### src/rom.hex
// One 64-bit instruction word per line, word addresses 0 to 31
00a5051300000093
00b585b3fe010113
00113c2300813823
0400041300c12a23
fea42623fec42783
0017879bfef42623
fec42703000007b7
00e7d4630027071b
0007851b01813083
0101340302010113
00008067fd010113
02813423c2a1f00e
9b3d51e0047a6c15
3f8e20d7c44b1a92
e15a6b07d93c4f28
5c0d9e3a1b7f8246
a4e17c53098d2fb1
71b3c9e5f0264da8
0c58f2a7e913b46d
d6247b19a5c03e8f
48fa0e3c6b1d9572
b290d5f48e7a13c6
63e7a81d2c4fb059
f81c46b7035e9da2
1da5e3920f7c68b4
8746b0dcea135f29
2b9f174e60d8c3a5
c4d08a63b75e21f7
5e31f9c7248ad06b
9ac26e1583f74bd0
07b4d82fc69e1a35
e9f3254a1d80b76c

### src/logic/icache_pkg.sv
package icache_pkg;

  // Meaningful part of the fetch address
  localparam int ADDR_BITS = 16;

  localparam int OFFSET_BITS = 3;
  localparam int LINE_IDX_BITS = 3;
  localparam int LINE_TAG_BITS = ADDR_BITS - LINE_IDX_BITS - OFFSET_BITS;

  // ----------------------------------------
  // Fetch address views
  // ----------------------------------------
  typedef struct packed {
    logic [LINE_TAG_BITS-1:0] tag;
    logic [LINE_IDX_BITS-1:0] idx;
    logic [OFFSET_BITS-1:0]   offset;
  } line_addr_t;

  // Raw word for the bus, fields for the cache lookup
  typedef union packed {
    logic [ADDR_BITS-1:0] word;
    line_addr_t           line;
  } fetch_addr_t;

endpackage

### src/logic/mem_bus_pkg.sv
package mem_bus_pkg;

  // ----------------------------------------
  // Bus commands
  // ----------------------------------------
  typedef enum logic [1:0] {
    BUS_NONE  = 2'b00,
    BUS_LOAD  = 2'b01,
    BUS_STORE = 2'b10
  } bus_cmd_t;

  // Tag 0 is reserved for no transaction
  localparam int MEM_TAG_BITS = 4;
  localparam int NUM_MEM_TAGS = 15;

  // ----------------------------------------
  // Instruction ROM
  // ----------------------------------------
  localparam int ROM_WORDS = 32;
  // Word address taken from byte address bits 7 to 3
  localparam int ROM_ADDR_BITS = $clog2(ROM_WORDS);
  localparam string ROM_FILE = "/design/src/rom.hex";

endpackage

### src/logic/fetch_top.sv
`timescale 1ns/1ns

module fetch_top
  import mem_bus_pkg::*, icache_pkg::*;
#(
  parameter int NUM_LINES   = 8,
  parameter int MEM_LATENCY = 6
) (
  input  logic        clock,
  input  logic        reset,
  input  logic [63:0] i_fetch_addr,
  output logic [63:0] o_inst,
  output logic        o_inst_valid
);

  bus_cmd_t                                   mem_command;
  logic [63:0]                                mem_addr;
  logic [MEM_TAG_BITS-1:0]                    mem_response;
  logic [63:0]                                mem_data;
  logic [MEM_TAG_BITS-1:0]                    mem_tag;
  logic [NUM_MEM_TAGS-1:0]                    slot_start;
  logic [NUM_MEM_TAGS-1:0]                    slot_busy;
  logic [NUM_MEM_TAGS-1:0]                    slot_done;
  logic [ROM_ADDR_BITS-1:0]                   issue_word_addr;
  logic [NUM_MEM_TAGS-1:0][ROM_ADDR_BITS-1:0] slot_addr;

  icache #(.NUM_LINES(NUM_LINES)) u_icache (
    .clock,
    .reset,
    .i_fetch_addr   (i_fetch_addr[ADDR_BITS-1:0]),
    .i_mem_response (mem_response),
    .i_mem_data     (mem_data),
    .i_mem_tag      (mem_tag),
    .o_mem_command  (mem_command),
    .o_mem_addr     (mem_addr),
    .o_inst,
    .o_inst_valid
  );

  // ----------------------------------------
  // Memory model
  // ----------------------------------------
  mem_issue u_issue (
    .clock,
    .reset,
    .i_command   (mem_command),
    .i_addr      (mem_addr),
    .i_busy      (slot_busy),
    .o_response  (mem_response),
    .o_start     (slot_start),
    .o_word_addr (issue_word_addr)
  );

  for (genvar i = 0; i < NUM_MEM_TAGS; i++) begin : g_slot
    mem_slot #(.MEM_LATENCY(MEM_LATENCY)) u_slot (
      .clock,
      .reset,
      .i_start     (slot_start[i]),
      .i_word_addr (issue_word_addr),
      .o_busy      (slot_busy[i]),
      .o_done      (slot_done[i]),
      .o_word_addr (slot_addr[i])
    );
  end

  mem_return u_return (
    .clock,
    .reset,
    .i_done      (slot_done),
    .i_slot_addr (slot_addr),
    .o_data      (mem_data),
    .o_tag       (mem_tag)
  );

endmodule

### src/logic/icache.sv
`timescale 1ns/1ns

module icache
  import mem_bus_pkg::*, icache_pkg::*;
#(
  parameter int NUM_LINES = 8
) (
  input  logic                    clock,
  input  logic                    reset,
  input  fetch_addr_t             i_fetch_addr,
  input  logic [MEM_TAG_BITS-1:0] i_mem_response,
  input  logic [63:0]             i_mem_data,
  input  logic [MEM_TAG_BITS-1:0] i_mem_tag,
  output bus_cmd_t                o_mem_command,
  output logic [63:0]             o_mem_addr,
  output logic [63:0]             o_inst,
  output logic                    o_inst_valid
);

  logic                     line_valid [NUM_LINES];
  logic [LINE_TAG_BITS-1:0] line_tag   [NUM_LINES];
  logic [63:0]              line_data  [NUM_LINES];

  // Bus tag to line, for matching returns
  logic [LINE_IDX_BITS-1:0] tt_idx [2**MEM_TAG_BITS];
  logic [LINE_TAG_BITS-1:0] tt_tag [2**MEM_TAG_BITS];

  logic [LINE_IDX_BITS-1:0] idx, head, tail, new_head;
  logic [LINE_IDX_BITS-1:0] idx_dist, tail_dist;
  logic [LINE_IDX_BITS-1:0] adv_idx, fill_idx;
  logic [LINE_TAG_BITS-1:0] tag, adv_tag;
  logic                     in_window, tag_match, hit;
  logic                     accepted, advance, fill;
  fetch_addr_t              req_addr;

  // ----------------------------------------
  // Lookup
  // ----------------------------------------
  assign idx = i_fetch_addr.line.idx;
  assign tag = i_fetch_addr.line.tag;

  assign idx_dist  = idx - head;
  assign tail_dist = tail - head;
  assign in_window = idx_dist <= tail_dist;
  assign tag_match = line_tag[idx] == tag;
  assign hit       = in_window && tag_match;

  assign o_inst       = line_data[idx];
  assign o_inst_valid = line_valid[idx] && tag_match;

  // ----------------------------------------
  // Request
  // ----------------------------------------
  // Prefetch the tail line, or go straight for the miss
  always_comb begin
    if (hit) begin
      req_addr.line = '{tag: line_tag[tail], idx: tail, offset: '0};
    end else begin
      req_addr.line = '{tag: tag, idx: idx, offset: '0};
    end
  end

  assign o_mem_addr = {{(64 - ADDR_BITS){1'b0}}, req_addr.word};

  assign new_head = hit ? head : idx;
  assign adv_idx  = req_addr.line.idx + 1'b1;
  // Crossing the last index moves to the next tag
  assign adv_tag  = (adv_idx == '0) ? req_addr.line.tag + 1'b1 : req_addr.line.tag;
  assign accepted = i_mem_response != '0;
  assign advance  = accepted && (adv_idx != new_head);

  // Stale returns fail the tag check
  assign fill_idx = tt_idx[i_mem_tag];
  assign fill     = (i_mem_tag != '0) && (line_tag[fill_idx] == tt_tag[i_mem_tag]);

  // ----------------------------------------
  // Window and line state
  // ----------------------------------------
  always_ff @(posedge clock) begin
    if (reset) begin
      head          <= '0;
      tail          <= '0;
      o_mem_command <= BUS_NONE;
      for (int i = 0; i < NUM_LINES; i++) begin
        line_valid[i] <= 1'b0;
        line_tag[i]   <= '0;
      end
    end else begin
      o_mem_command <= BUS_LOAD;
      if (fill) begin
        line_valid[fill_idx] <= 1'b1;
      end
      if (!hit) begin
        head <= idx;
        tail <= idx;
        if (!tag_match) begin
          line_tag[idx]   <= tag;
          line_valid[idx] <= 1'b0;
        end
      end
      // Open the next line behind the one just requested
      if (advance) begin
        tail <= adv_idx;
        if (line_tag[adv_idx] != adv_tag) begin
          line_tag[adv_idx]   <= adv_tag;
          line_valid[adv_idx] <= 1'b0;
        end
      end
    end
  end

  always_ff @(posedge clock) begin
    if (fill) begin
      line_data[fill_idx] <= i_mem_data;
    end
    if (accepted) begin
      tt_idx[i_mem_response] <= req_addr.line.idx;
      tt_tag[i_mem_response] <= req_addr.line.tag;
    end
  end

  // Line count must agree with the address split
  assert property (@(posedge clock) NUM_LINES == (1 << LINE_IDX_BITS))
    else $error("NUM_LINES %0d does not match LINE_IDX_BITS", NUM_LINES);

  assert property (@(posedge clock) disable iff (reset) o_mem_command != BUS_STORE);

endmodule

### src/logic/mem_issue.sv
`timescale 1ns/1ns

module mem_issue
  import mem_bus_pkg::*;
(
  input  logic                     clock,
  input  logic                     reset,
  input  bus_cmd_t                 i_command,
  input  logic [63:0]              i_addr,
  input  logic [NUM_MEM_TAGS-1:0]  i_busy,
  output logic [MEM_TAG_BITS-1:0]  o_response,
  output logic [NUM_MEM_TAGS-1:0]  o_start,
  output logic [ROM_ADDR_BITS-1:0] o_word_addr
);

  // Lowest free slot wins, tag is slot number plus one
  always_comb begin
    o_response = '0;
    o_start    = '0;
    if (i_command == BUS_LOAD) begin
      for (int i = NUM_MEM_TAGS - 1; i >= 0; i--) begin
        if (!i_busy[i]) begin
          o_response = MEM_TAG_BITS'(i + 1);
          o_start    = NUM_MEM_TAGS'(1) << i;
        end
      end
    end
  end

  assign o_word_addr = i_addr[ROM_ADDR_BITS+2:3];

  // All busy means refused
  assert property (@(posedge clock) disable iff (reset) $onehot0(o_start));

endmodule

### src/logic/mem_return.sv
`timescale 1ns/1ns

module mem_return
  import mem_bus_pkg::*;
(
  input  logic                                        clock,
  input  logic                                        reset,
  input  logic [NUM_MEM_TAGS-1:0]                     i_done,
  input  logic [NUM_MEM_TAGS-1:0][ROM_ADDR_BITS-1:0]  i_slot_addr,
  output logic [63:0]                                 o_data,
  output logic [MEM_TAG_BITS-1:0]                     o_tag
);

  logic [63:0]              rom [ROM_WORDS];
  logic [ROM_ADDR_BITS-1:0] sel_addr;

  initial begin
    $readmemh(ROM_FILE, rom);
  end

  // ----------------------------------------
  // Completed slot select
  // ----------------------------------------
  always_comb begin
    o_tag    = '0;
    sel_addr = '0;
    for (int i = 0; i < NUM_MEM_TAGS; i++) begin
      if (i_done[i]) begin
        o_tag    = MEM_TAG_BITS'(i + 1);
        sel_addr = i_slot_addr[i];
      end
    end
  end

  assign o_data = rom[sel_addr];

  // Fixed latency and one grant per cycle
  assert property (@(posedge clock) disable iff (reset) $onehot0(i_done));

endmodule

### src/logic/mem_slot.sv
`timescale 1ns/1ns

module mem_slot
  import mem_bus_pkg::*;
#(
  parameter int MEM_LATENCY = 6
) (
  input  logic                     clock,
  input  logic                     reset,
  input  logic                     i_start,
  input  logic [ROM_ADDR_BITS-1:0] i_word_addr,
  output logic                     o_busy,
  output logic                     o_done,
  output logic [ROM_ADDR_BITS-1:0] o_word_addr
);

  logic [$clog2(MEM_LATENCY+1)-1:0] count;

  // Last busy cycle carries the data
  assign o_done = o_busy && (count == '0);

  always_ff @(posedge clock) begin
    if (reset) begin
      o_busy <= 1'b0;
    end else if (i_start) begin
      o_busy <= 1'b1;
    end else if (o_done) begin
      o_busy <= 1'b0;
    end
  end

  always_ff @(posedge clock) begin
    if (i_start) begin
      o_word_addr <= i_word_addr;
      count       <= ($clog2(MEM_LATENCY+1))'(MEM_LATENCY - 1);
    end else if (o_busy && count != '0) begin
      count <= count - 1'b1;
    end
  end

  assert property (@(posedge clock) disable iff (reset) i_start |-> !o_busy);

endmodule

### config.mk
export PLATFORM = sky130hd
export DESIGN_NAME = fetch_top
export DESIGN_NICKNAME = d
export VERILOG_FILES = /design/src/logic/icache_pkg.sv /design/src/logic/mem_bus_pkg.sv /design/src/logic/fetch_top.sv /design/src/logic/icache.sv /design/src/logic/mem_issue.sv /design/src/logic/mem_return.sv /design/src/logic/mem_slot.sv
export SDC_FILE = /design/constraint.sdc
export NUM_CORES = 1
export LEC_CHECK = 0
export BUFFER_PORTS_ARGS = -buffer_cell sky130_fd_sc_hd__buf_4
export CAP_MARGIN = 20
export CORE_MARGIN = 3
export CORE_UTILIZATION = 56
export DETAILED_ROUTE_END_ITERATION = 8
export PLACE_DENSITY = 0.76
export RECOVER_POWER = 100
export SYNTH_ARGS = -nofsm -noshare
export SYNTH_HDL_FRONTEND = slang
export SYNTH_SLANG_ARGS = --single-unit
### constraint.sdc
create_clock -name clock -period 7.9 [get_ports clock]
set_input_delay 0.79 -clock clock [delete_from_list [all_inputs] [get_ports clock]]
set_output_delay 0.79 -clock clock [all_outputs]
set_load 0.01 [all_outputs]
==> flow_summary.json <==
{
  "wl_per_cell_um": 24.1,
  "internal_power_mw": 3.29,
  "synthToLayoutAreaGrowth_pct": 7.82,
  "grt_pass1_wl_um": 86400,
  "dpl.hpwl_um": 38400,
  "pin_count": 131,
  "antenna_found_initial": 0,
  "cts_tree": "yes",
  "wl_um": 57600,
  "slew_violations": 98,
  "drv_cap": 5,
  "setup_ws_ns": 0.452,
  "grt_use_total": 0.296,
  "fin_crit_ns": 7.45,
  "tns_ns": 0,
  "power_density_nw_per_um2": 211,
  "rsz0062_at_grt": "no",
  "cts.sinks": 353,
  "fin_skew_ns": 0.0220,
  "p_total_mw": 4.51,
  "grt_overflow_total": 0,
  "gp_congestion": 1.02,
  "path_max_fanout": 23,
  "fillers": 2768,
  "coreArea_um2": 34700,
  "ir_worst_vdd_uv": 212,
  "leakage_nw": 7.76,
  "p_sw_mw": 1.22,
  "fp-row-count": 68,
  "cp_common_cell": "buf_4",
  "drc": 0,
  "syn_inst": 1886,
  "place_ws_ns": 0.286,
  "ys_warn_count": 0,
  "setup_viol": 0,
  "violations": "max-capacitance violations, max-slew violations",
  "p_sw_frac": 0.270,
  "ctsResizeCount": 0,
  "avgSynthCellArea_um2": 10.5,
  "cts_buffers": 39,
  "nNetsFinal": 2012,
  "grt_start_max_net_pins": 46,
  "die_h_um": 194,
  "async_reset_ff_frac": 0,
  "via_per_inst": 6.47,
  "pwr-share-seq": 0.474,
  "cp_slowest_cell": "fa_1",
  "synth_top_flop_cell": "edfxtp_1",
  "path_class": "input port to register",
  "grt_pass1_vias": 14600,
  "clk-insertion-delay-late_ns": 0.56,
  "synth_cell_types": 88,
  "p_comb_frac": 0.145,
  "die_w_um": 194,
  "use_met3": 0.0626,
  "via_count": 15500,
  "fin_util": 0.616,
  "ys_seq_area_frac": 0.495,
  "fin_crit_sh": 0.943,
  "diodes": 0,
  "synth-edff-count": 275,
  "synth_area_um2": 19800,
  "worstPathRequired_ns": 8.16,
  "status": "complete, but fails checks",
  "ant_nets": 0,
  "grtUsageMet1": 0.395,
  "cts_root_buf": "clkbuf_16",
  "min_path_cells": 2,
  "power_frac_clock": 0.381,
  "dr.pass1.iters": 6,
  "clockBufferDepth": 3,
  "slowest_delay_ns": 0.41,
  "io_buffers": 15,
  "ys_ff_latch": 353,
  "die_area_um2": 37700,
  "hold_violations": 0,
  "rr_worst_depth": 29,
  "cts.clk_slew.worst_paths_ns": 0.06,
  "grt.busiest_layer": "met2",
  "slew_headroom": -0.447,
  "drive_above_1_share": 0.113,
  "postCtsSetupRepairBufs": 0,
  "grtUsageMet2": 0.473,
  "fmax_mhz": 134,
  "htreeDepth": 2,
  "cp.arrival_ns": 7.71,
  "start_util": 0.571,
  "holdBufCountCts": 0,
  "cp-start-kind": "input port",
  "end_kind": "register",
  "worstMarginPinSlew_ns": 2.17,
  "initialDrtViolationCount": 1973,
  "min_path_type": "register to register"
}
==> metrics by stage <==
step | hold slack (ns) | cells | instance area, um^2
detailed placement | 0.445 | 2319 | 20300
CTS | 0.458 | 2388 | 21500
floorplan | 0.425 | 1949 | 20100
finish | 0.453 | 2389 | 21400
global route | 0.493 | 2389 | 21400
global placement | 0.442 | 2319 | 20300
==> synth_stat cells (18+ instances only) <==
library cell,count,area share
dfxtp_1,78,0.079
nand3_1,96,0.024
nand3b_1,18,0.0068
xnor2_1,32,0.014
o21ai_1,20,0.0050
nor2_1,82,0.016
a21oi_1,53,0.013
edfxtp_1,275,0.42
mux4_2,40,0.045
mux2i_1,99,0.050
clkbuf_1,59,0.011
nor3_1,51,0.013
buf_4,70,0.027
xor2_1,21,0.0093
a31oi_1,23,0.0073
nand2_1,316,0.060
inv_1,72,0.014
a211oi_1,30,0.011
mux2_2,33,0.019
ha_1,38,0.024
o21ai_0,107,0.027
==> path summary, 6_finish.rpt <==
check / startpoint / endpoint / slack, ns
worst min-delay path: g_slot[0].u_slot.count[1]$_SDFFE_PP0P_ / g_slot[0].u_slot.count[1]$_SDFFE_PP0P_ / 0.45
worst min register to register: g_slot[0].u_slot.count[1]$_SDFFE_PP0P_ / g_slot[0].u_slot.count[1]$_SDFFE_PP0P_ / 0.45
worst max register to register: u_icache.tail[0]$_SDFFE_PP0N_ / u_icache.line_tag[7][6]$_DFFE_PP_ / 0.60
worst max-delay path: i_fetch_addr[3] / u_icache.line_tag[7][6]$_DFFE_PP_ / 0.45
==> layout by cell type (no fill, tap or decap), drive strengths merged, types with 6 or more instances in the layout <==
master,synthesis,final
nor2b,11,11
buf,109,62
dfxtp,78,78
or3,11,11
nand3b,19,19
nor3,52,52
nor2,83,83
mux4,40,40
mux2,37,37
a221oi,10,10
nor4,7,7
o21ai,127,127
a31oi,23,23
nand3,101,101
clkinv,0,13
edfxtp,275,275
and3,6,6
nand2b,12,12
ha,38,38
conb,1,64
and2,6,6
a22oi,11,11
inv,73,77
a22o,11,11
xor2,21,21
nand4,16,16
clkbuf,59,73
xnor2,32,32
o22ai,14,14
a211oi,30,30
nand2,318,318
o211ai,7,7
a211o,14,14
a21o,6,6
mux2i,99,99
a21oi,56,56
==> cell families (layout without fill, tap and decap cells) <==
logic type	after synthesis	count (layout)	synth area share
compound gates	356	356	0.119
xor+xnor	53	53	0.0234
fa+ha+maj	40	40	0.0260
buf+inv	241	226	0.0627
flops	353	353	0.495
mux	176	176	0.116
other cells	1	64	0.000189
simple gates	666	666	0.157
==> state kept, by name (all words and copies together) (netlist names), named ones only <==
signal                  count
u_icache.o_mem_command      1
g_slot.u_slot.count        45
u_icache.tt_idx            45
g_slot.u_slot.o_busy       15
u_icache.line_valid         8
u_icache.tt_tag           150
u_icache.tail               3
u_icache.line_tag          80
u_icache.head               3
==> power groups by stage <==
| stage | combinational [mW] | sequential (mW) | clock, mW |
|---|---|---|---|
| floorplan | 0.490 | 2.15 | 0 |
| global placement | 0.628 | 2.17 | 0 |
| detailed placement | 0.645 | 2.17 | 0 |
| CTS | 0.649 | 2.13 | 1.73 |
| global route | 0.702 | 2.14 | 1.81 |
| finish | 0.655 | 2.14 | 1.72 |
==> routing by layer <==
layer,routed length (um),up-vias,share of wire
met2,26600,943,0.46
met1,21800,7452,0.38
met3,6450,222,0.11
met4,2840,0,0.049
met5,0,-,0
li1,-,6841,-
==> worst max-delay path, delay by kind of cell <==
kind                       cells  cell delay, ns
AOI/OAI and AO/OA              9            1.83
xor gates and xnor gates       1            0.13
adders and majority gates      4            1.28
buffers and inverters          9            1.94
and+or+nand+nor                7            1.72
==> area by class of cell <==
class / count / area (um^2) / area share
inverters: 73 / 274 / 0.0128
flip-flops and latches: 353 / 9820 / 0.459
repair buffers: 84 / 549 / 0.0257
clock buffers: 51 / 1040 / 0.0487
well taps: 455 / 569 / 0.0266
multi-input cells: 1355 / 8970 / 0.420
clock inverters: 18 / 150 / 0.00702
Note: power is estimated with default switching activity, not from simulation.
